$ cat src/logic/soc_map_pkg.sv
package soc_map_pkg;

  // ********************
  // Bus widths
  // ********************

  typedef logic [31:0] addr_t;  // Byte address
  typedef logic [31:0] data_t;
  typedef logic [3:0]  strb_t;  // One bit per byte lane
  typedef logic [1:0]  resp_t;

  localparam resp_t RESP_OKAY   = 2'd0;
  localparam resp_t RESP_SLVERR = 2'd2;

  // ********************
  // Address map
  // ********************

  // Regions come from address bits 31 to 29
  typedef enum logic [1:0] {
    REG_RAM,
    REG_LCD,
    REG_AUDIO,
    REG_NONE
  } region_t;

  localparam int RAM_WORDS = 256;
  localparam int RAM_AW    = $clog2(RAM_WORDS);  // Word index taken from address bits above 1:0

endpackage

$ cat src/logic/periph_pkg.sv
package periph_pkg;

  // ********************
  // LCD
  // ********************

  typedef logic [7:0] lcd_byte_t;
  typedef logic [2:0] lcd_cnt_t;  // Phase counter, wide enough for the longest phase

  typedef enum logic [1:0] {
    IDLE,
    SETUP,
    PULSE,
    HOLD
  } lcd_state_t;

  // Phase lengths in clock cycles
  localparam lcd_cnt_t LCD_SETUP = 3'd2;
  localparam lcd_cnt_t LCD_PULSE = 3'd4;
  localparam lcd_cnt_t LCD_HOLD  = 3'd2;

  // ********************
  // Audio
  // ********************

  typedef logic [15:0] period_t;  // Half-period of the tone in clock cycles

endpackage

$ cat src/logic/audio_unit.sv
module audio_unit (
  input  logic                 clk,
  input  logic                 arst_n,
  input  logic                 wr,
  input  soc_map_pkg::data_t   wdata,
  input  soc_map_pkg::strb_t   wstrb,
  output periph_pkg::period_t  period,
  output logic                 audio_out
);
  import periph_pkg::*;

  period_t cnt;

  always_ff @(posedge clk or negedge arst_n) begin
    if (!arst_n) begin
      period    <= '0;
      cnt       <= '0;
      audio_out <= 1'b0;
    end else if (wr && (&wstrb)) begin  // Only a full word loads the period
      period    <= wdata[15:0];
      cnt       <= '0;
      audio_out <= 1'b0;
    end else if (period == '0) begin
      cnt       <= '0;
      audio_out <= 1'b0;  // Silent
    end else if (cnt >= period - 16'd1) begin
      cnt       <= '0;
      audio_out <= ~audio_out;
    end else begin
      cnt <= cnt + 16'd1;
    end
  end

endmodule

$ cat config.mk
export PLATFORM = sky130hd
export DESIGN_NAME = audio_unit
export DESIGN_NICKNAME = d
export VERILOG_FILES = /design/src/logic/soc_map_pkg.sv /design/src/logic/periph_pkg.sv /design/src/logic/audio_unit.sv
export SDC_FILE = /design/constraint.sdc
export NUM_CORES = 1
export LEC_CHECK = 0
export BUFFER_PORTS_ARGS = -buffer_cell sky130_fd_sc_hd__buf_2
export CAP_MARGIN = 20
export CORE_MARGIN = 1
export CORE_UTILIZATION = 25
export DETAILED_ROUTE_END_ITERATION = 8
export HOLD_SLACK_MARGIN = 0.06
export PLACE_DENSITY = 0.45
export SLEW_MARGIN = 20
export SYNTH_ARGS = -nofsm -noshare
export SYNTH_HDL_FRONTEND = slang
export SYNTH_SLANG_ARGS = --single-unit
$ cat constraint.sdc
create_clock -name clk -period 4 [get_ports clk]
set_input_delay 0.2 -clock clk [delete_from_list [all_inputs] [get_ports clk]]
set_output_delay 0.2 -clock clk [all_outputs]
set_load 0.005 [all_outputs]
Word-level counts from Yosys, hierarchy flattened. Cells that the tools add are included.

$add $sub $neg: 2. Mux-type cells: 6. $lt $le $gt $ge: 1. Bitwise logic cells: 1. Reductions and logical operators: 4.

Operators with widths (count): 16-bit two-way mux (3); 16-bit by 1-bit adder with 16-bit output (second input constant) (1); 16-bit >= comparator (1); 16-bit logical NOT (1); 16-bit by 1-bit subtractor with 16-bit output (second input constant) (1); 4-bit AND reduction (1); 1-bit two-way mux (3); 3-bit nonzero test (1); 1-bit logical AND (1); 1-bit inverter (1).

Input port bits: 39. Bits in registers: 33. Output and inout bits: 17.

Longest topological paths before layout.
Word-level depth: 5. Depth in mapped cells: 14. Gate-level depth less buffers: 12.

Worst setup path before layout. Ideal clock, no wire load.

Kind: register to register. From: register period[9]. To: register cnt[7]. Cell stages (with the launch flop): 13. Slack: 660 ps. Period minus slack after synthesis: 3340 ps. Data required time: 3856 ps. Arrival time: 3196 ps. Path buffers: 1. Library setup time: 144 ps. Cells stage by stage: dfrtp_1 -> or4_4 -> nor4_1 -> inv_1 -> nor3_1 -> xnor2_1 -> ha_1 -> nand4_1 -> nor3_1 -> or4b_2 -> nand3_1 -> buf_4 -> nor3_1.

Longest elaborated chain between the ends: 5.

Ends and longest elaborated chain: start, declared (line audio_unit.sv:7) `output periph_pkg::period_t period,`; start signal, assigned (line audio_unit.sv:20) `period <= wdata[15:0];`; 16-bit by 1-bit subtractor with 16-bit output (line audio_unit.sv:26) `end else if (cnt >= period - 16'd1) begin`; 16-bit >= comparator (line audio_unit.sv:26); 16-bit two-way mux (line audio_unit.sv:26); 16-bit two-way mux (*) (line audio_unit.sv:23) `end else if (period == '0) begin`; 16-bit two-way mux (*) (line audio_unit.sv:19) `end else if (wr && (&wstrb)) begin`; end signal, assigned (line audio_unit.sv:30) `cnt <= cnt + 16'd1;`; end, declared (line audio_unit.sv:12) `period_t cnt;`.

Every way passes the cells marked *; elsewhere a longest branch is shown, timed or not. A chain may end at the register's enable or synchronous reset.

Final worst setup path. Same ends and word-level chain as after synthesis.

==> run summary <==
Synth area leaders: dfrtp_1, ha_1, mux2_2, xnor2_1, nor3_1
syn nets: 249
Net Sw Frac: 0.3477
fin crit share: 0.8903
Internal Pwr Total: 0.7778 mW
total CTS buffers: 5
min-delay worst type: in -> reg
clk_lat worst skew: 280 ps
placer congestion estimate: 0.7647
sequential power share: 0.433
Top Layer Used: met4
Final setup viols: 0
EDFF count, synth: 0
n_diodes: 0
largest net degree at the start of global routing: 34
CTS tree: yes
Post-Synth XOR/XNOR Area: 0.1215
setup tns final: 0 ps
post-route ant nets: 0
vias per std cell: 4.402
WL/cell: 11.97 um
I/O Buffers: 39
Synth top area share: 0.4092
WL met3: 143 um
asr flop ratio synth: 1.000
Congestion Overflow GR: 0
Worst setup SP type: register
Arr. time, crit path: 3680 ps
die area: 8436 sq um
CTS clk-pin slew, worst paths: 70 ps
Mapped Avg Cell Area: 10.51 sq um
filler instances: 839
kind of critical path: reg -> reg
worst vdd ir: 183.8 uV
Leak: 1.140 nW
clock power share: 0.235
P_sw: 0.4147 mW
main combinational cell family by area after synthesis: simple AND/OR/NAND/NOR gates
Comb power frac: 0.333
Layout area overhead: 21.26%
Max Cap Violations: 0
Met1 Wirelength: 1971 um
H-tree levels: 2
synthesized area: 2018 sq um
DP Cell Count: 332
routed vias: 1,501
DR DRC count: 0
number of distinct library cells after synthesis: 33
first-pass GRT wire length: 6982 um
clk sinks: 33
Final Hold Viols: 0
Final Critical Period: 3561 ps
Top FF cell, synth: dfrtp_1
outcome: completed
Initial Utilization: 0.2598
Clock Tree Buf Depth: 2
Syn. warnings: 0
initial DRC count: 115
met2 WL post-DR: 1900 um
drt pass-1 iters: 4
die height: 91.85 um
#FFs+latches synth: 33
Max Clk Rate: 0.2808 GHz
adder-cell share of the synthesized area: 0.1116
# nets final: 295
final wirelength: 4081 um
register area share after synthesis: 0.4092
initial antenna violation count: 0
layout cells sized above 1: 0.2971
Crit Path Max Fanout: 9
max-slew violations: 0
Total GRT Usage: 0.1054
core area: 7767 sq um
relative slew slack: 0.3447
worst clock skew: 6.248 ps
post-synthesis compound-gate area fraction: 0.04836
Worst EP required: 4120 ps
Critical Path End Type: register
post-synthesis mux area share: 0.08927
cell taking the most area after synthesis: dfrtp_1
Post-Synth Simple-Gate Area: 0.1934
synthesized instance count: 192
num ports: 56
Power Dens Cells: 487.3 nW/um^2
vias in the first global route: 1,446
worst slew pin tran: 979.5 ps
Site Rows: 32
Die Span X: 91.85 um
root buffer cell: clkbuf_8
RSZ-0062 raised after global routing: no
DPL Wire Length: 3091 um
Post-Layout Cell Count: 341
Tot Pwr: 1.193 mW
-- what timing repair did --
| item | in CTS | in global routing |
|---|---|---|
| gates resized for setup | 0 | 0 |
| endpoints found under the hold margin | 33 | 0 |
| setup buffers | 0 | 0 |
| hold buffers | 1 | 0 |
-- Yosys cell counts, drive strengths merged, types with 2 or more instances --
library cell	number
dfrtp	33
nor3	24
ha	18
xnor2	18
mux2	16
nor2	11
nand2	10
xor2	10
nand3	8
inv	7
and3	5
nand4	5
a21oi	4
nor4	4
buf	3
a21o	2
-- final timing paths --
kind	end	slack [ps]	start	depth (start not counted)
min in group asynchronous	cnt[2]	540	arst_n	2
hold reg to reg	cnt[0]	530	cnt[0]	1
setup / recovery	cnt[7]	440	period[9]	12
setup reg to reg	cnt[7]	440	period[9]	12
hold / removal	period[15]	140	wdata[15]	2
max in group asynchronous	cnt[11]	2980	arst_n	2
-- placed cells by master, fill, tap and decap left out, types with 2 or more instances in the layout --
| cell | count |
|---|---|
| xor2_1 | 10 |
| dfrtp_1 | 33 |
| buf_2 | 39 |
| nand3_1 | 8 |
| clkbuf_8 | 7 |
| nand4_1 | 5 |
| xnor2_1 | 18 |
| and3_1 | 5 |
| nor3_1 | 24 |
| a21oi_1 | 4 |
| nor2_1 | 11 |
| nor4_1 | 3 |
| mux2_2 | 16 |
| inv_1 | 7 |
| ha_1 | 18 |
| a21o_1 | 2 |
| buf_4 | 3 |
| nand2_1 | 10 |
-- logic make-up (layout without fill, tap and decap cells) --
family | after synthesis | count (layout)
mux | 16 | 16
buf+inv | 11 | 58
xor+xnor | 28 | 28
fa+ha+maj | 18 | 18
compound gates | 12 | 12
simple gates | 74 | 74
flops | 33 | 33
-- layer usage --
metal / vias up / GRT usage
met1: 687 / 0.1405
met2: 29 / 0.1660
li1: 780 / -
met4: 0 / 0.03516
met5: - / 0
met3: 5 / 0.02653
-- critical path: stages (launching register included) --
cell	delay [ps]
dfrtp_1	420
or4_4	560
nor4_1	210
inv_1	140
nor3_1	190
xnor2_1	100
ha_1	300
nand4_1	140
nor3_1	320
or4b_2	660
nand3_1	130
buf_4	170
nor3_1	60
-- state kept, by name, indices dropped and copies added, names as in the netlist --
register and flops:
audio_out 1, cnt 16, period 16
-- through the flow --
stage	setup WS [ps]	cell area (sq um)	utilization	hold WS (ps)
CTS	345.5	2447	0.3151	131.8
global placement	349.5	2336	0.3007	313.6
finish	438.7	2447	0.3151	143.4
detailed placement	369.6	2336	0.3007	317.3
floorplan	660.3	2018	-	-95.59
global route	126.7	2447	0.3151	131.9
-- area by class of cell --
type,instances,area (sq um),area share
clock buffers,7,96.34,0.03937
multi-input cells,148,1139,0.4652
well taps,102,127.6,0.05215
repair buffers,43,227.7,0.09305
clock inverters,1,5.005,0.002045
flip-flops and latches,33,825.8,0.3374
inverters,7,26.28,0.01074
-- power by group through the flow --
stage / Sequential [mW] / Clock [mW] / Combinational (mW)
6_report: 0.516 / 0.280 / 0.397
5_1_grt: 0.531 / 0.311 / 0.459
4_1_cts: 0.517 / 0.295 / 0.406
3_5_place_dp: 0.522 / 0 / 0.403
3_3_place_gp: 0.522 / 0 / 0.394
2_1_floorplan: 0.504 / 0 / 0.279
Note: power is estimated with default switching activity, not from simulation.
