File: src/logic/soc_map_pkg.sv
package soc_map_pkg;

  // ********************
  // Bus widths
  // ********************

  typedef logic [31:0] addr_t;  // Byte address
  typedef logic [31:0] data_t;
  typedef logic [3:0]  strb_t;  // One bit per byte lane
  typedef logic [1:0]  resp_t;

  localparam resp_t RESP_OKAY   = 2'd0;
  localparam resp_t RESP_SLVERR = 2'd2;

  // ********************
  // Address map
  // ********************

  // Regions come from address bits 31 to 29
  typedef enum logic [1:0] {
    REG_RAM,
    REG_LCD,
    REG_AUDIO,
    REG_NONE
  } region_t;

  localparam int RAM_WORDS = 256;
  localparam int RAM_AW    = $clog2(RAM_WORDS);  // Word index taken from address bits above 1:0

endpackage

File: src/logic/periph_pkg.sv
package periph_pkg;

  // ********************
  // LCD
  // ********************

  typedef logic [7:0] lcd_byte_t;
  typedef logic [2:0] lcd_cnt_t;  // Phase counter, wide enough for the longest phase

  typedef enum logic [1:0] {
    IDLE,
    SETUP,
    PULSE,
    HOLD
  } lcd_state_t;

  // Phase lengths in clock cycles
  localparam lcd_cnt_t LCD_SETUP = 3'd2;
  localparam lcd_cnt_t LCD_PULSE = 3'd4;
  localparam lcd_cnt_t LCD_HOLD  = 3'd2;

  // ********************
  // Audio
  // ********************

  typedef logic [15:0] period_t;  // Half-period of the tone in clock cycles

endpackage

File: src/logic/lcd_unit.sv
module lcd_unit (
  input  logic                    clk,
  input  logic                    arst_n,
  input  logic                    wr,
  input  logic                    rs,
  input  periph_pkg::lcd_byte_t   wdata,
  output logic                    busy,
  output soc_map_pkg::data_t      status,
  output periph_pkg::lcd_byte_t   lcd_data,
  output logic                    lcd_rs,
  output logic                    lcd_enable
);
  import periph_pkg::*;

  lcd_state_t state;
  lcd_cnt_t   cnt;
  logic       phase_done;
  logic       accept;

  assign phase_done = (cnt == '0);
  assign accept     = wr && (state == IDLE);

  always_ff @(posedge clk or negedge arst_n) begin
    if (!arst_n) begin
      state <= IDLE;
      cnt   <= '0;
    end else begin
      if (state != IDLE) cnt <= cnt - 3'd1;
      case (state)
        IDLE: begin
          if (accept) begin
            state <= SETUP;
            cnt   <= LCD_SETUP - 3'd1;
          end
        end
        SETUP: begin
          if (phase_done) begin
            state <= PULSE;
            cnt   <= LCD_PULSE - 3'd1;
          end
        end
        PULSE: begin
          if (phase_done) begin
            state <= HOLD;
            cnt   <= LCD_HOLD - 3'd1;
          end
        end
        default: begin
          if (phase_done) state <= IDLE;
        end
      endcase
    end
  end

  // Byte and rs stay put until the next accepted write
  always_ff @(posedge clk) begin
    if (accept) begin
      lcd_data <= wdata;
      lcd_rs   <= rs;
    end
  end

  assign busy       = (state != IDLE);
  assign lcd_enable = (state == PULSE);
  assign status     = {23'd0, busy, lcd_data};

endmodule

File: config.mk
export PLATFORM = sky130hd
export DESIGN_NAME = lcd_unit
export DESIGN_NICKNAME = d
export VERILOG_FILES = /design/src/logic/soc_map_pkg.sv /design/src/logic/periph_pkg.sv /design/src/logic/lcd_unit.sv
export SDC_FILE = /design/constraint.sdc
export NUM_CORES = 1
export LEC_CHECK = 0
export ABC_AREA = 0
export ABC_CLOCK_PERIOD_IN_PS = 3200
export CORE_UTILIZATION = 38
export CTS_CLUSTER_DIAMETER = 50
export DETAILED_ROUTE_END_ITERATION = 6
export DONT_BUFFER_PORTS = 1
export GPL_TIMING_DRIVEN = 0
export SLEW_MARGIN = 20
export SYNTH_ARGS = -nofsm -noshare
export SYNTH_HDL_FRONTEND = slang
export SYNTH_SLANG_ARGS = --single-unit
File: constraint.sdc
create_clock -name clk -period 3.2 [get_ports clk]
set_input_delay 0.48 -clock clk [delete_from_list [all_inputs] [get_ports clk]]
set_output_delay 0.48 -clock clk [all_outputs]
set_load 0.02 [all_outputs]
# Yosys cells after proc, flatten, opt, wreduce, memory -nomap -nowiden
# Cells that the tools add are included.
[op_classes]
addsub = 1
mul = 0
div = 0
n_lt_le_gt_ge = 0
eq_ne = 5
n_shift = 0
mux = 10
n_bitwise = 0
n_reduce_logical = 6
[op_table]
columns = ["operator", "count"]
rows = [
  ["two-way mux 3 bit", 4],
  ["case mux 3 bit (3 select lines)", 1],
  ["two-way mux 2 bit", 4],
  ["case mux 2 bit (3 select lines)", 1],
  ["!= test 2 bit, second input constant", 2],
  ["AND reduction 4 bit", 1],
  ["nonzero test 2 bit", 2],
  ["logical NOT 3 bit", 1],
  ["subtractor 3 x 1 -> 3 bit, second input constant", 1],
  ["equality test 2 x 1 -> 1 bit, second input constant", 1],
  ["equality test 2 bit, second input constant", 1],
  ["logical NOT 2 bit", 1],
  ["!= test 2 x 1 -> 1 bit, second input constant", 1],
  ["logical AND 1 bit", 1],
]
[totals]
regBits = 14
latchBits = 0
mem_bits_rw = 0
rom_bits = 0
input_bits = 12
output_inout_bits = 43
word_cells = 26
n_memories = 0

# Logic depth before layout (Yosys ltp)
[logic_depth]
ltp_word = 4
mapped_depth = 6
depth_no_buf = 6

# Worst setup path before layout
# Ideal clock, no wire load.
[synth_path]
path_kind = "reg-to-reg"
startpoint = "register state[0]"
endpoint = "register state[1]"
setup_ps = 125
arrival_time_ps = 1411
required_time_ps = 3075
slack_ps = 1664
path_stages_with_launch = 7
n_path_buf = 0
period_less_slack_ps = 1536
path_cell_list = "dfrtp_1 -> inv_1 -> ha_1 -> nor2_2 -> nand2_1 -> o2bb2ai_2 -> mux2_4"
[synth_between]
word_cells_on_any_way = 10
cone_classes = "eq/ne (5); mux (1); reduce/logical (4)"
[synth_lines]
columns = ["item", "line_no", "rtl"]
rows = [
  ["start, declared", "lcd_unit.sv:15", "lcd_state_t state;"],
  ["start signal, assigned", "lcd_unit.sv:25", "state <= IDLE;"],
  ["start signal, assigned", "lcd_unit.sv:32", "state <= SETUP;"],
  ["start signal, assigned", "lcd_unit.sv:38", "state <= PULSE;"],
  ["equality test 2 bit (*)", "--", ""],
  ["net lcd_enable", "lcd_unit.sv:11", "output logic lcd_enable"],
  ["!= test 2 x 1 -> 1 bit (no source line)", "--", ""],
  ["AND reduction 4 bit (no source line)", "--", ""],
]
# The timed path passes the listed nets; every way through them passes the cells marked *.
# A chain may end at the register's enable or synchronous reset.

# Worst setup path after layout
[layout_path]
startpoint = "register state[0]"
endpoint = "output status[8]"
[layout_between]
elab_chain_len = 1
[layout_lines]
columns = ["item", "line_no", "rtl"]
rows = [
  ["nonzero test 2 bit", "lcd_unit.sv:63", "assign busy = (state != IDLE);"],
  ["end, declared", "lcd_unit.sv:8", "output soc_map_pkg::data_t status,"],
]
# No other way between the ends.

==> flow_metrics.py <==
metrics = {
    "synth": {
        "ys_seq_area_frac": 0.425,
        "avgSynthCellArea_um2": 11.0,
        "yosys_most_used_dff": "edfxtp_1",
        "ys_ff_latch": 14,
        "yosys-top-cells-area": "edfxtp_1 29%, buf_4 26%, dfrtp_1 13%, ha_1 9.4%, inv_1 2.4%",
        "synth-edff-count": 9,
        "yosysWarnings": 0,
        "synthArstFlopShare": 0.357,
        "netlist_instances": 85,
        "yosysTopAreaCellShare": 0.290,
        "ys_types": 25,
        "synth_area_um2": 931,
        "synth_top_cell_by_area": "edfxtp_1",
    },
    "setup_path": {
        "critical_path_required_ns": 2.72,
        "crit_type": "flip-flop to output pin",
        "cp.arrival_ns": 1.44,
        "critPathMaxFanout": 4,
        "startpoint_type": "flip-flop",
        "end_kind": "output pin",
    },
    "routing": {
        "drtPass1Iterations": 2,
        "wl_met2_um": 639,
        "totalWireLength_um": 1340,
        "ant_nets": 0,
        "dr.first_iter.drc_count": 11,
        "m1WireLength_um": 528,
        "met3WireLength_um": 155,
        "num_vias": 555,
        "post_drt_wl_per_cell_um": 9.55,
        "drc": 0,
        "highest_layer": "met4",
        "vias_per_cell": 3.96,
    },
    "die": {
        "core-area_mm2": 0.00225,
        "pin_count": 55,
        "fp.dieH_um": 51.5,
        "start_util": 0.413,
        "row_count": 17,
        "die_area_mm2": 0.00265,
        "die_w_um": 51.5,
    },
    "layout": {
        "fin_area_mm2": 0.00108,
        "multi_input_area_um2": 355,
        "final_cell_mix": "32 x buf_4, 23 x conb_1, 9 x edfxtp_1",
        "finalNetCount": 132,
        "final_common_cell": "buf_4",
        "ff_latch_area_um2": 395,
        "final.fill_count": 225,
        "finalCoreUtilization": 0.481,
        "instances_no_fill": 140,
        "layout-drive-gt1-share": 0.357,
        "n_antenna_cell": 0,
        "areaGrowthSynthToFinish_pct": 16.5,
    },
    "min_path": {
        "hp-class": "input port to flip-flop",
    },
    "cts": {
        "cts.sinks": 14,
        "htree_levels": 1,
        "clock_latency_ns": 0.29,
        "cts_buffer_depth": 2,
        "cts-buffers-inserted": 3,
        "cts-root-buf": "clkbuf_4",
        "clkTransAtPathRegs_ns": 0.10,
        "post_cts_resized": 0,
        "cts_tree": "done",
    },
    "timing": {
        "setup_tns_ns": 0,
        "finalHoldViolCount": 0,
        "final.min_clock_period_ns": 1.92,
        "finalCritPeriodShare": 0.600,
        "finalSetupViolCount": 0,
        "rsz0062_at_grt": "false",
        "max_freq_mhz": 521,
        "fin_worst_skew_ns": 0.0137,
        "slew_viol_final": 0,
    },
    "place": {
        "hpwlAfterDp_um": 1100,
        "placed_area_mm2": 0.00105,
        "dp.cells": 135,
        "port_buffers": 0,
        "place_congestion": 0.772,
    },
    "global_route": {
        "grt_pass1_wl_um": 2050,
        "grt_start_max_net_pins": 11,
        "antenna_found_initial": 0,
        "grt_pass1_vias": 474,
        "grt_overflow": 0,
        "track_usage": 0.104,
    },
    "power_and_ir_drop": {
        "ir_drop_uv": 537,
        "power_density_mw_per_mm2": 834,
        "p_leak_nw": 0.576,
        "p_total_uw": 905,
    },
    "job": {
        "drv_cap": 0,
    },
    "outcome": {
        "status": "finished, final reports clean",
    },
}
==> cell type report <==
class / instances / area share
clock buffers: 3 / 0.0208
clock inverters: 1 / 0.00346
inverters: 6 / 0.0208
plain buffers: 32 / 0.221
multi-input cells: 55 / 0.328
well taps: 28 / 0.0323
flip-flops and latches: 14 / 0.364
repair buffers: 1 / 0.00923
==> cells by family after synthesis <==
group / after synthesis / synth area share
buffers and inverters: 38 / 0.282
XOR/XNOR: 1 / 0.00941
multiplexers: 2 / 0.0269
AND/OR/NAND/NOR: 13 / 0.0780
AO/OA/AOI/OAI: 9 / 0.0806
flip-flops: 14 / 0.425
adder cells (fa/ha/maj): 7 / 0.0941
other: 1 / 0.00403
==> registers in the layout (all words and copies together), names as in the netlist <==
register and cells:
state 2, lcd_data 8, lcd_rs 1, cnt 3
==> power breakdown <==
| part | internal (mW) | total, mW | switching [mW] |
|---|---|---|---|
| combinational | 0.217 | 0.489 | 0.272 |
| clock | 0.0453 | 0.107 | 0.0612 |
| sequential | 0.254 | 0.309 | 0.0557 |
| total | 0.516 | 0.905 | 0.389 |
==> critical path, cell delays in order, from the launching register on <==
cell	delay, ns
dfrtp_1	0.39
inv_1	0.10
ha_1	0.25
inv_1	0.22
buf_4	0.19
==> stage by stage <==
| step | hold slack, ns | worst slack, ns |
|---|---|---|
| after floorplan | 0.184 | 1.66 |
| after global placement | 0.185 | 1.56 |
| after detailed placement | 0.185 | 1.55 |
| after CTS | 0.276 | 1.27 |
| after global routing | 0.261 | 1.18 |
| final | 0.277 | 1.28 |
==> timing repair <==
item,in CTS,in global routing
hold buffers,1,0
setup buffers,0,0
endpoints found under the setup margin,0,0
endpoints found under the hold margin,5,0
==> final timing paths <==
path / from / to / slack [ns] / depth (start not counted)
min in group asynchronous: arst_n / state[0] / 0.48 / 1
min: wdata[2] / lcd_data[2] / 0.28 / 0
max in group asynchronous: arst_n / cnt[0] / 2.50 / 1
max reg2reg: state[0] / state[1] / 1.53 / 6
max: state[0] / status[8] / 1.28 / 4
min reg2reg: cnt[1] / cnt[1] / 0.54 / 2
==> per-layer routing <==
layer | up-vias | track usage
met5 | - | 0
met4 | 0 | 0.0270
met2 | 37 | 0.182
met1 | 236 | 0.120
li1 | 280 | -
met3 | 2 | 0.0380
==> cells in the mapped netlist, drive strengths merged (2+ instances only) <==
| master | number |
|---|---|
| buf | 32 |
| dfrtp | 5 |
| edfxtp | 9 |
| ha | 7 |
| inv | 6 |
| nand2 | 5 |
| nor2 | 3 |
| o22ai | 2 |
Power figures use the tool's default switching activity.
