File: config.mk
export PLATFORM = sky130hd
export DESIGN_NAME = axil_bridge_flat
export DESIGN_NICKNAME = d
export VERILOG_FILES = /design/src/logic/soc_map_pkg.sv /design/src/logic/periph_bus_if.sv /design/src/logic/axil_bridge.sv /design/src/flat_wrapper.sv
export SDC_FILE = /design/constraint.sdc
export NUM_CORES = 1
export LEC_CHECK = 0
export ABC_AREA = 1
export BUFFER_PORTS_ARGS = -buffer_cell sky130_fd_sc_hd__buf_2
export CORE_UTILIZATION = 39
export CTS_BUF_LIST = sky130_fd_sc_hd__clkbuf_8 sky130_fd_sc_hd__clkbuf_16
export DETAILED_ROUTE_END_ITERATION = 16
export GPL_ROUTABILITY_DRIVEN = 0
export PLACE_DENSITY = 0.75
export SLEW_MARGIN = 20
export SYNTH_ARGS = -nofsm -noshare
export SYNTH_HDL_FRONTEND = slang
export SYNTH_SLANG_ARGS = --single-unit
File: constraint.sdc
create_clock -name clk -period 5.1 [get_ports clk]
set_input_delay 0.255 -clock clk [delete_from_list [all_inputs] [get_ports clk]]
set_output_delay 0.255 -clock clk [all_outputs]
set_load 0.01 [all_outputs]
File: src/logic/soc_map_pkg.sv
package soc_map_pkg;

  // ********************
  // Bus widths
  // ********************

  typedef logic [31:0] addr_t;  // Byte address
  typedef logic [31:0] data_t;
  typedef logic [3:0]  strb_t;  // One bit per byte lane
  typedef logic [1:0]  resp_t;

  localparam resp_t RESP_OKAY   = 2'd0;
  localparam resp_t RESP_SLVERR = 2'd2;

  // ********************
  // Address map
  // ********************

  // Regions come from address bits 31 to 29
  typedef enum logic [1:0] {
    REG_RAM,
    REG_LCD,
    REG_AUDIO,
    REG_NONE
  } region_t;

  localparam int RAM_WORDS = 256;
  localparam int RAM_AW    = $clog2(RAM_WORDS);  // Word index taken from address bits above 1:0

endpackage

File: src/logic/periph_bus_if.sv
interface periph_bus_if;
  import soc_map_pkg::*;

  addr_t addr;
  data_t wdata;
  strb_t wstrb;
  logic  wr;
  logic  rd;
  logic  ready;  // Low stalls the request
  data_t rdata;  // Valid the cycle after completion
  logic  err;    // Valid the cycle after completion

  modport master (
    output addr, wdata, wstrb, wr, rd,
    input  ready, rdata, err
  );

  modport slave (
    input  addr, wdata, wstrb, wr, rd,
    output ready, rdata, err
  );

endinterface

File: src/logic/axil_bridge.sv
module axil_bridge (
  input  logic                clk,
  input  logic                arst_n,
  input  soc_map_pkg::addr_t  awaddr,
  input  logic                awvalid,
  output logic                awready,
  input  soc_map_pkg::data_t  wdata,
  input  soc_map_pkg::strb_t  wstrb,
  input  logic                wvalid,
  output logic                wready,
  output soc_map_pkg::resp_t  bresp,
  output logic                bvalid,
  input  logic                bready,
  input  soc_map_pkg::addr_t  araddr,
  input  logic                arvalid,
  output logic                arready,
  output soc_map_pkg::data_t  rdata,
  output soc_map_pkg::resp_t  rresp,
  output logic                rvalid,
  input  logic                rready,
  periph_bus_if.master        bus
);
  import soc_map_pkg::*;

  typedef enum logic [2:0] {
    S_IDLE,
    S_AR,    // arready high
    S_AW,    // awready and wready high
    S_REQ,   // Access on the peripheral bus
    S_RESP   // bvalid or rvalid high
  } state_t;

  state_t state;
  logic   is_read;
  logic   first;    // First response cycle, bus result is live
  addr_t  addr_q;
  data_t  wdata_q;
  strb_t  wstrb_q;
  data_t  rdata_q;
  resp_t  resp_q;
  resp_t  resp_now;

  always_ff @(posedge clk or negedge arst_n) begin
    if (!arst_n) begin
      state   <= S_IDLE;
      is_read <= 1'b0;
      first   <= 1'b0;
    end else begin
      case (state)
        S_IDLE: begin
          if (arvalid) begin  // Reads win ties
            state   <= S_AR;
            is_read <= 1'b1;
          end else if (awvalid && wvalid) begin
            state   <= S_AW;
            is_read <= 1'b0;
          end
        end
        S_AR, S_AW: state <= S_REQ;
        S_REQ: begin
          if (bus.ready) begin
            state <= S_RESP;
            first <= 1'b1;
          end
        end
        default: begin
          first <= 1'b0;
          if (is_read ? rready : bready) state <= S_IDLE;
        end
      endcase
    end
  end

  always_ff @(posedge clk) begin
    if (state == S_AR) addr_q <= araddr;
    if (state == S_AW) begin
      addr_q  <= awaddr;
      wdata_q <= wdata;
      wstrb_q <= wstrb;
    end
    if (state == S_RESP && first) begin  // Keep the result while the master stalls
      rdata_q <= bus.rdata;
      resp_q  <= resp_now;
    end
  end

  assign resp_now = bus.err ? RESP_SLVERR : RESP_OKAY;

  assign arready = (state == S_AR);
  assign awready = (state == S_AW);
  assign wready  = (state == S_AW);

  assign bus.addr  = addr_q;
  assign bus.wdata = wdata_q;
  assign bus.wstrb = wstrb_q;
  assign bus.wr    = (state == S_REQ) && !is_read;
  assign bus.rd    = (state == S_REQ) && is_read;

  assign bvalid = (state == S_RESP) && !is_read;
  assign rvalid = (state == S_RESP) && is_read;
  assign rdata  = first ? bus.rdata : rdata_q;
  assign rresp  = first ? resp_now : resp_q;
  assign bresp  = first ? resp_now : resp_q;

endmodule

File: src/flat_wrapper.sv
// flat-port wrapper written by rule: the top's interface ports become plain ports
module axil_bridge_flat import soc_map_pkg::*;
  (clk, arst_n, awaddr, awvalid, awready, wdata, wstrb, wvalid, wready, bresp, bvalid, bready, araddr, arvalid, arready, rdata, rresp, rvalid, rready, bus_addr, bus_wdata, bus_wstrb, bus_wr, bus_rd, bus_ready, bus_rdata, bus_err);
  periph_bus_if bus_i ();
  input  logic clk;
  input  logic arst_n;
  input  soc_map_pkg::addr_t awaddr;
  input  logic awvalid;
  output logic awready;
  input  soc_map_pkg::data_t wdata;
  input  soc_map_pkg::strb_t wstrb;
  input  logic wvalid;
  output logic wready;
  output soc_map_pkg::resp_t bresp;
  output logic bvalid;
  input  logic bready;
  input  soc_map_pkg::addr_t araddr;
  input  logic arvalid;
  output logic arready;
  output soc_map_pkg::data_t rdata;
  output soc_map_pkg::resp_t rresp;
  output logic rvalid;
  input  logic rready;
  output wire logic [$bits(bus_i.addr)-1:0] bus_addr;
  output wire logic [$bits(bus_i.wdata)-1:0] bus_wdata;
  output wire logic [$bits(bus_i.wstrb)-1:0] bus_wstrb;
  output wire logic [$bits(bus_i.wr)-1:0] bus_wr;
  output wire logic [$bits(bus_i.rd)-1:0] bus_rd;
  input wire logic [$bits(bus_i.ready)-1:0] bus_ready;
  input wire logic [$bits(bus_i.rdata)-1:0] bus_rdata;
  input wire logic [$bits(bus_i.err)-1:0] bus_err;
  assign bus_addr = bus_i.addr;
  assign bus_wdata = bus_i.wdata;
  assign bus_wstrb = bus_i.wstrb;
  assign bus_wr = bus_i.wr;
  assign bus_rd = bus_i.rd;
  assign bus_i.ready = bus_ready;
  assign bus_i.rdata = bus_rdata;
  assign bus_i.err = bus_err;
  axil_bridge u_core (.clk(clk), .arst_n(arst_n), .awaddr(awaddr), .awvalid(awvalid), .awready(awready), .wdata(wdata), .wstrb(wstrb), .wvalid(wvalid), .wready(wready), .bresp(bresp), .bvalid(bvalid), .bready(bready), .araddr(araddr), .arvalid(arvalid), .arready(arready), .rdata(rdata), .rresp(rresp), .rvalid(rvalid), .rready(rready), .bus(bus_i));
endmodule
# == After elaboration in Yosys (flattened, before gate mapping) ==
# Index checks and enable logic that the tools add are counted.
# totals
regBits,107
in_bits,141
# classes
eq_ne,6
muxes,15
bitwise_logic,1
reduce_logical,16
# ops
operator,count
32-bit two-way mux,3
3-bit two-way mux,4
3-bit case mux with 3 select lines,1
"3-bit by 2-bit == test with 1-bit output, second input constant",2
1-bit logical AND,6
1-bit two-way mux,4
2-bit two-way mux,2
2-bit AND reduction,2
2-bit nonzero test,2
4-bit nonzero test,1
"3-bit by 1-bit == test with 1-bit output, second input constant",1
"3-bit == test, second input constant",1
3-bit logical NOT,1
"3-bit by 2-bit != test with 1-bit output, second input constant",1
3-bit AND reduction,1
3-bit OR reduction,1
"2-bit != test, second input constant",1
1-bit case mux with 2 select lines,1
2-bit OR reduction,1
1-bit logical NOT,1
1-bit inverter,1

# == Depth between registers and ports, before layout ==
# Gate-level depths: netlist (run 1).
# depth
depth_word,4
mapped_depth,6
ltp_nobuf,6

# == Worst setup path before layout (run 1) ==
# Ideal clock, no wire load.
# synth_path
path_type,register -> register
start,reg u_core.first
end,reg u_core.rdata_q[0] (enable)
stages_incl_launch_ff,5
setup_time_ns,0.423
required_time_ns,4.677
path_slack_ns,2.481
period_less_slack_ns,2.619
path_buffers,2
t_arrival_ns,2.196
cell_sequence,dfrtp_1 buf_2 clkinv_1 buf_2 nor2_1
# synth_between
elab_chain_len,1
# synth_lines
element,line_no,text
start: declaration,axil_bridge.sv:35,logic first;
start signal: assignment,axil_bridge.sv:47,first <= 1'b0;
start signal: assignment,axil_bridge.sv:63,first <= 1'b1;
start signal: assignment,axil_bridge.sv:67,first <= 1'b0;
1-bit logical AND,axil_bridge.sv:81,if (state == S_RESP && first) begin
end signal: assignment,axil_bridge.sv:82,rdata_q <= bus.rdata;
end: declaration,axil_bridge.sv:39,data_t rdata_q;
# Every way passes these cells.
# A chain may end at the register's enable or synchronous reset.

# == Final worst setup path (run 1) ==
# layout_path
start,reg u_core.first
end,reg u_core.rdata_q[18] (enable)
# The elaborated chain is that of the path after synthesis.

==> results of run 1 <==
## per-layer routing
layer  track usage (%)  up-vias  share of wire, %
li1                  -     1701                 -
met1             19.92     1502                41
met2             27.88      173                49
met3             4.660       15               8.6
met4             6.944        0               1.3
met5                 0        -                 0
## power breakdown
part	switching, mW	internal [mW]	total (mW)
Sequential	0.0740	1.29	1.37
Combinational	0.695	0.361	1.06
Clock	0.303	0.242	0.544
Total	1.07	1.90	2.97
## layout by cell type (no fill, tap or decap), drive strengths merged
master	instances
nor2	13
dfrtp	5
conb	2
buf	253
o21ai	5
bufinv	1
clkbuf	9
nand4	2
a21oi	1
inv	11
dlygate4sd3	1
edfxtp	101
nand3	7
nand2	207
clkinv	4
## path summary, 6_finish.rpt
path | endpoint | cells past startpoint
setup / recovery | u_core.rdata_q[18]$_DFFE_PP_ | 4
hold / removal | u_core.bus.wstrb[3]$_DFFE_PP_ | 1
setup reg to reg | u_core.rdata_q[18]$_DFFE_PP_ | 4
hold reg to reg | u_core.state[0]$_DFFE_PN0P_ | 2
max in group asynchronous | u_core.state[0]$_DFFE_PN0P_ | 2
min in group asynchronous | u_core.is_read$_DFFE_PN0P_ | 2
## kinds of logic after synthesis
| family | synth area share, % |
|---|---|
| flops | 74.61 |
| buf+inv | 3.665 |
| simple gates | 20.93 |
| compound gates | 0.7092 |
| other cells | 0.08859 |
## flip-flops by register name, indices dropped and copies added (netlist names)
register          flops
u_core.is_read        1
u_core.rdata_q       32
u_core.first          1
u_core.bus.wstrb      4
u_core.bus.wdata     32
u_core.bus.addr      32
u_core.state          3
u_core.resp_q         1
## through the flow
| stage | area (sq um) | std cells | hold WS (ns) | total power, mW |
|---|---|---|---|---|
| 6_report | 5793 | 758 | 0.05763 | 2.970 |
| 5_1_grt | 5793 | 758 | 0.02897 | 3.163 |
| 3_5_place_dp | 5564 | 741 | 0.07697 | 2.462 |
| 4_1_cts | 5793 | 758 | 0.03015 | 3.009 |
| 3_3_place_gp | 5564 | 741 | 0.07512 | 2.424 |
| 2_1_floorplan | 4237 | 370 | -0.04059 | 2.024 |
## synthesized netlist by cell type
library cell | number | area [sq um]
sky130_fd_sc_hd__nand4_1 | 2 | 12.51
sky130_fd_sc_hd__dfrtp_1 | 5 | 125.1
sky130_fd_sc_hd__nand3_1 | 6 | 30.03
sky130_fd_sc_hd__inv_1 | 6 | 22.52
sky130_fd_sc_hd__buf_2 | 7 | 35.03
sky130_fd_sc_hd__clkinv_1 | 1 | 3.750
sky130_fd_sc_hd__nor2_1 | 13 | 48.80
sky130_fd_sc_hd__buf_4 | 6 | 45.04
sky130_fd_sc_hd__nand2_1 | 207 | 777.0
sky130_fd_sc_hd__conb_1 | 1 | 3.750
sky130_fd_sc_hd__inv_2 | 2 | 7.510
sky130_fd_sc_hd__edfxtp_1 | 101 | 3033
sky130_fd_sc_hd__clkbuf_1 | 2 | 7.510
sky130_fd_sc_hd__nand3_4 | 1 | 17.52
sky130_fd_sc_hd__o21ai_0 | 5 | 25.02
sky130_fd_sc_hd__buf_6 | 3 | 33.78
sky130_fd_sc_hd__a21oi_1 | 1 | 5.000
## area by class of cell
| class | instances | area [sq um] | share of cell area, % |
|---|---|---|---|
| Sequential cell | 106 | 3158 | 54.51 |
| Timing Repair Buffer | 254 | 1286 | 22.20 |
| Multi-Input combinational cell | 237 | 925.9 | 15.98 |
| Tap cell | 136 | 170.2 | 2.937 |
| Clock buffer | 9 | 123.9 | 2.138 |
| Clock inverter | 7 | 95.09 | 1.641 |
| Inverter | 9 | 33.78 | 0.5832 |
## timing repair
item,CTS,global route
setup buffers,0,0
hold endpoints to repair,5,0
hold buffers,1,0
==> results by stage, run 1 <==
Worst setup path:
- The maximum fanout encountered on the critical timing path is 35.
- The cell at the slowest stage of the critical path is sky130_fd_sc_hd__nor2_2.
- The peak per-stage delay on the critical path is 0.92 ns.
- Setup slack on the worst reg-to-reg path comes out at 2.03 ns.
- The worst setup path is captured at a flip-flop.
- The element type at the critical path start is a flip-flop.
- The number of buffer and inverter stages on the critical path is 3.
- The cell class contributing the biggest share of worst-path delay is buffers and inverters.
- The data arrival time at the worst-slack endpoint is 3.12 ns.
- The critical path class is reg -> reg.
- The critical path goes through buf_4, clkinv_1, nor2_2, buf_4.
- The startpoint of the most critical setup path is u_core.first$_DFFE_PN0P_.
- The most frequent cell on the critical path is sky130_fd_sc_hd__buf_4.
- At the worst endpoint, the required time is 5.15 ns.
- The startpoint identified for the worst register-to-register timing path is u_core.first$_DFFE_PN0P_.

Clock tree:
- The longest clock path from root to sink contains 2 buffers.
- The number of sinks driven by the clock tree is 106.
- The later pin in the worst-skew pair is clocked with a latency of 0.36 ns.
- TritonCTS built the clock tree.
- Clock tree synthesis inserted a total of 9 buffers.
- The count of H-tree levels built during CTS is 3.
- After clock tree synthesis, the clock-pin slew on the worst setup and hold paths is 0.11 ns.
- The cell sitting at the root of the clock tree is a sky130_fd_sc_hd__clkbuf_8.
- The number of gates resized after cts is 0.

Synthesis:
- The synthesized area per cell is 11.47 sq um.
- The flip-flop and latch count after synthesis is 106.
- The count of cell types in the netlist is 17.
- The post-synthesis instance total is 369.
- The part of the Yosys area used for sequential elements is 74.61%.
- The Yosys step of the flow raised 0 warnings.
- The synthesized cell area is 0.004233 sq mm.

Floorplanning:
- The overall die area is 0.01127 sq mm.
- Pin placement for this block handled 252 I/O pins.
- For this configuration, the core starts out at a cell density of 40.64%.
- After floorplanning, the core was sized to cover 0.01042 sq mm.
- In this run the horizontal extent of the chip is 106.2 um.
- The number of cell rows is 37.
- The die span in y is 106.2 um.

STA:
- After routing, the total negative slack on setup checks comes to 0 ns.
- The transition time at the pin with the least slew margin is 0.9146 ns.
- After layout, the worst path uses 60.20% of the clock period.
- The total count of max-transition violations in the final report was 0.
- Setup violations remaining at the end of the flow were counted as 0.
- The clock arrives with 0.01415 ns of skew.
- After layout, the worst setup slack is 2.030 ns.
- Headroom to the max-slew limit came out at 39.02%.
- Setup repair after global routing left no endpoint under its margin.
- The upper clock frequency limit is 325.7 MHz.
- The clock period minus final worst setup slack is 3.070 ns.
- The number of failing hold endpoints at the final stage is 0.

Power:
- Summed over all cells, the static leakage comes to 2.824 nW.
- Dividing total power by cell area gives a power density of 512.6 mW/mm^2.
- The peak supply drop is 0.2282 mV.

Min path:
- The worst hold path belongs to the class in -> reg.
- The worst hold path startpoint is wstrb[3].

Cells and area:
- At the end of the flow the core is filled with cells to 55.62%.
- In the final layout, the share of cells above drive strength 1 is 43.89%.
- Fill cells in the final layout number 914.
- The area growth from synthesis to layout is 36.86%.
- 0 antenna diodes ended up in the layout.
- The number of nets at the end of the flow is 758.

Detailed routing:
- The first-iteration detailed-routing DRC count is 252.
- In the final routed layout, each cell accounts on average for 12.65 um.
- The first-pass iteration count of the detailed router is 4.
- In this run the remaining antenna-violating nets after routing total 0.
- The via count of the routed design is 3391.
- The via density per instance is 4.474.
- In the routed design, unresolved DRC markers number 0.
- After detailed routing, the total wire length is 9585 um.

Global routing:
- The overall global routing resource usage is 16.56%.
- The initial antenna violation count is 0.
- Entering global routing, the biggest net connects 53 pins.
- The total congestion overflow after global routing is 0.
- The first global-routing pass estimated 14360 um of wire.
- The number of global-route vias before repair came to 3094.

Place:
- The HPWL after detailed placement is 7393 um.
- Port buffering added 249 buffers.
- The worst setup slack before clock tree synthesis is 2.047 ns.

Run status:
- The flow ran to the end, and the final reports show no timing, DRC or antenna violations.

Job:
- Across the run, the number of max-cap violations was 0.
(Power assumes the default switching activity.)
==> run 2: changes to the inputs <==
clock period = 3.03 ns   (was 5.1 ns; I/O delays follow)
==> results by stage, run 2 (same netlist as run 1, synthesis figures left out) <==
Global routing:
- The first-pass GRT wire length came to 17420 um (+21%).
- The overall global routing resource usage came to 19.98% (+3.4 points).
- The number of global-route vias before repair is 3725 (+20%).
- The initial antenna violation count is 0 (unchanged).
- The pin count of the biggest net entering global routing is 36 (-32%).
- The total congestion overflow after global routing is 0 (unchanged).

Power:
- The leakage power came to 3.131 nW (+11%).
- The power density over the cells is 796.7 mW/mm^2 (+55%).
- The peak supply drop came to 0.4284 mV (+88%).

Floorplanning:
- The number of cell rows came to 37 (unchanged).
- The horizontal extent of the die was 106.2 um (unchanged).
- The core box area is 0.01042 sq mm (unchanged).
- The initial cell density of the core was 40.64% (unchanged).
- The die span in y is 106.2 um (unchanged).
- The I/O pin total is 252 (unchanged).
- The overall die area is 0.01127 sq mm (unchanged).

Detailed routing:
- The via density per instance came to 4.578 (+2.3%).
- The highest metal layer with signal wires is met4.
- The first-iteration detailed-routing DRC count is 276 (+9.5%).
- The routed length on met3 was 877 um (+6.0%).
- The wire length reported by the detailed router is 11600 um (+21%).
- The first-pass iteration count of the detailed router is 4 (unchanged).
- The post-detailed-route DRC marker count is 0 (unchanged).
- The met2 wire length is 5967 um (+27%).
- The routed length per placed instance is 13.99 um (+11%).
- The residual antenna-violating net count after detailed routing came to 0 (unchanged).
- The via count of the routed design came to 3795 (+12%).
- The detailed-routing wirelength on met1 is 4437 um (+13%).

Clock tree:
- The clock latency on the worst-skew pair is 0.36 ns (about the same).
- TritonCTS built the clock tree.
- The number of sinks driven by the clock tree is 106 (unchanged).
- The number of gates resized after cts was 0 (unchanged).
- The worst-case clock buffer depth is 2 (unchanged).
- The count of H-tree levels built during CTS is 3 (unchanged).
- The CTS clock-pin slew for the worst setup and hold paths came to 0.11 ns (about the same).
- The buffer cell driving the clock tree root is sky130_fd_sc_hd__clkbuf_8.
- The buffers inserted during post-CTS setup optimization is 0 (unchanged).
- The number of CTS-inserted buffers is 9 (unchanged).

Worst setup path:
- The maximum fanout encountered on the critical timing path is 35 (unchanged).
- The setup slack of the most critical reg-to-reg path is 0.94 ns (-1.09 ns).
- The number of cell instances on the worst register-to-register path is 4 (unchanged).
- The setup path with the least slack is of type reg -> out.
- The startpoint of the most critical register-to-register path is u_core.state[2]$_DFFE_PN0P_.
- The most critical setup path has its startpoint at u_core.state[2]$_DFFE_PN0P_.
- The critical path ends at wready.
- The signal on the critical path passes through inv_2, nand3_4, inv_2, buf_4, buf_2.
- The number of stages on the worst setup path is 5 (+1).
- The data required time at the worst endpoint is 2.88 ns (-2.27 ns).
- The number of buffer and inverter stages on the critical path is 4 (+1).
- The worst setup path is launched from a flip-flop.
- On the critical path, the stage with the largest delay is an instance of sky130_fd_sc_hd__inv_2.
- The peak per-stage delay on the critical path is 0.47 ns (-0.45 ns).
- The data arrival time at the worst-slack endpoint was 2.33 ns (-0.79 ns).
- The worst setup path is captured at an output pin.
- The most numerous cell type found on the critical path is sky130_fd_sc_hd__inv_2.
- The cell class contributing the biggest share of worst-path delay is buffers and inverters.
- The endpoint identified for the worst register-to-register timing path is u_core.bus.wdata[30]$_DFFE_PP_.

Min path:
- The type of the most critical hold path is in -> reg.

STA:
- Setup repair after global routing left no endpoint under its margin.
- The total count of max-transition violations in the final report is 0 (unchanged).
- The aggregate negative setup slack was 0 ns (unchanged).
- The upper clock frequency limit is 403.3 MHz.
- The number of endpoints failing setup at the final stage came to 0 (unchanged).
- The clock period minus final worst setup slack is 2.479 ns.
- The number of failing hold endpoints at the final stage is 0 (unchanged).
- Dividing the final minimum period by the clock period gives 81.82%.
- The worst setup skew after layout was 0.01894 ns (+0.004787 ns).

Cells and area:
- The final core area utilization was 62.62% (+7.0 points).
- The area growth from synthesis to layout is 54.09%.
- The number of nets at the end of the flow is 829 (+9.4%).
- The most common library cell in the layout ignoring fill and taps is sky130_fd_sc_hd__buf_2.
- The number of inserted filler cells in the final layout is 814 (-11%).
- The top cell types in the final layout, fill and taps aside, are sky130_fd_sc_hd__buf_2 (249), sky130_fd_sc_hd__nand2_1 (207), sky130_fd_sc_hd__edfxtp_1 (101).
- The number of inserted diodes is 0 (unchanged).
- The post-route cell area came to 0.006523 sq mm (+13%).
- The proportion of layout cells with a drive suffix above 1 is 39.68% (-4.2 points).

Place:
- The placed standard-cell area is 0.005579 sq mm (+0.27%).
- The final HPWL from detailed placement is 7709 um (+4.3%).
- The count of buffers from port buffering is 249 (unchanged).

Run status:
- The flow ran to the end, and the final reports show no timing, DRC or antenna violations.

Job:
- The number of max-capacitance violations reported came to 0 (unchanged).
-- run 2: final cells by class --
| type | count | area [sq um] | share of cell area [%] |
|---|---|---|---|
| Inverter | 9 | 33.78 | 0.5179 |
| Clock buffer | 9 | 123.9 | 1.899 |
| Tap cell | 136 | 170.2 | 2.609 |
| Multi-Input combinational cell | 237 | 925.9 | 14.20 |
| Timing Repair Buffer | 325 | 1992 | 30.54 |
| Sequential cell | 106 | 3158 | 48.42 |
| Clock inverter | 7 | 118.9 | 1.822 |
-- run 2: report_power, final --
part | internal [mW] | switching, mW
Clock | 0.487 | 0.509
Sequential | 2.18 | 0.142
Combinational | 0.673 | 1.21
-- run 2: through the flow --
stage | total power [mW] | hold WS, ns | worst slack [ns] | std cells
3_5_place_dp | 4.169 | -0.02318 | 0.9304 | 743
3_3_place_gp | 4.098 | -0.02682 | 1.043 | 743
2_1_floorplan | 3.407 | -0.1441 | 0.4112 | 370
4_1_cts | 5.228 | 0.03319 | 0.5133 | 829
5_1_grt | 5.529 | 0.04125 | 0.3351 | 829
6_report | 5.196 | 0.04543 | 0.5507 | 829
-- run 2: worst min-delay path by stage --
stage / from / endpoint / slack [ns] / cells after the start
2_1_floorplan: arst_n / u_core.first$_DFFE_PN0P_ / -0.14 / 0
5_1_grt: awaddr[20] / u_core.bus.addr[20]$_DFFE_PN_ / 0.04 / 3
6_report: awaddr[27] / u_core.bus.addr[27]$_DFFE_PN_ / 0.05 / 3
3_5_place_dp: arst_n / u_core.is_read$_DFFE_PN0P_ / -0.02 / 1
3_3_place_gp: arst_n / u_core.is_read$_DFFE_PN0P_ / -0.03 / 1
4_1_cts: awaddr[30] / u_core.bus.addr[30]$_DFFE_PN_ / 0.03 / 3
-- run 2: routing by layer --
| layer | track usage (%) | up-vias |
|---|---|---|
| met5 | 0 | - |
| met4 | 8.135 | 0 |
| met2 | 35.90 | 185 |
| met1 | 22.07 | 1736 |
| li1 | - | 1845 |
| met3 | 5.702 | 29 |
-- run 2: timing repair --
item,4_1_cts,5_1_grt
hold buffers,70,0
hold endpoints to repair,74,0
endpoints found under the setup margin,0,0
-- run 2: worst min-delay path: stages --
cell and delay, ns:
sky130_fd_sc_hd__buf_2 0.08, sky130_fd_sc_hd__nand2_1 0.04, sky130_fd_sc_hd__nand2_1 0.04
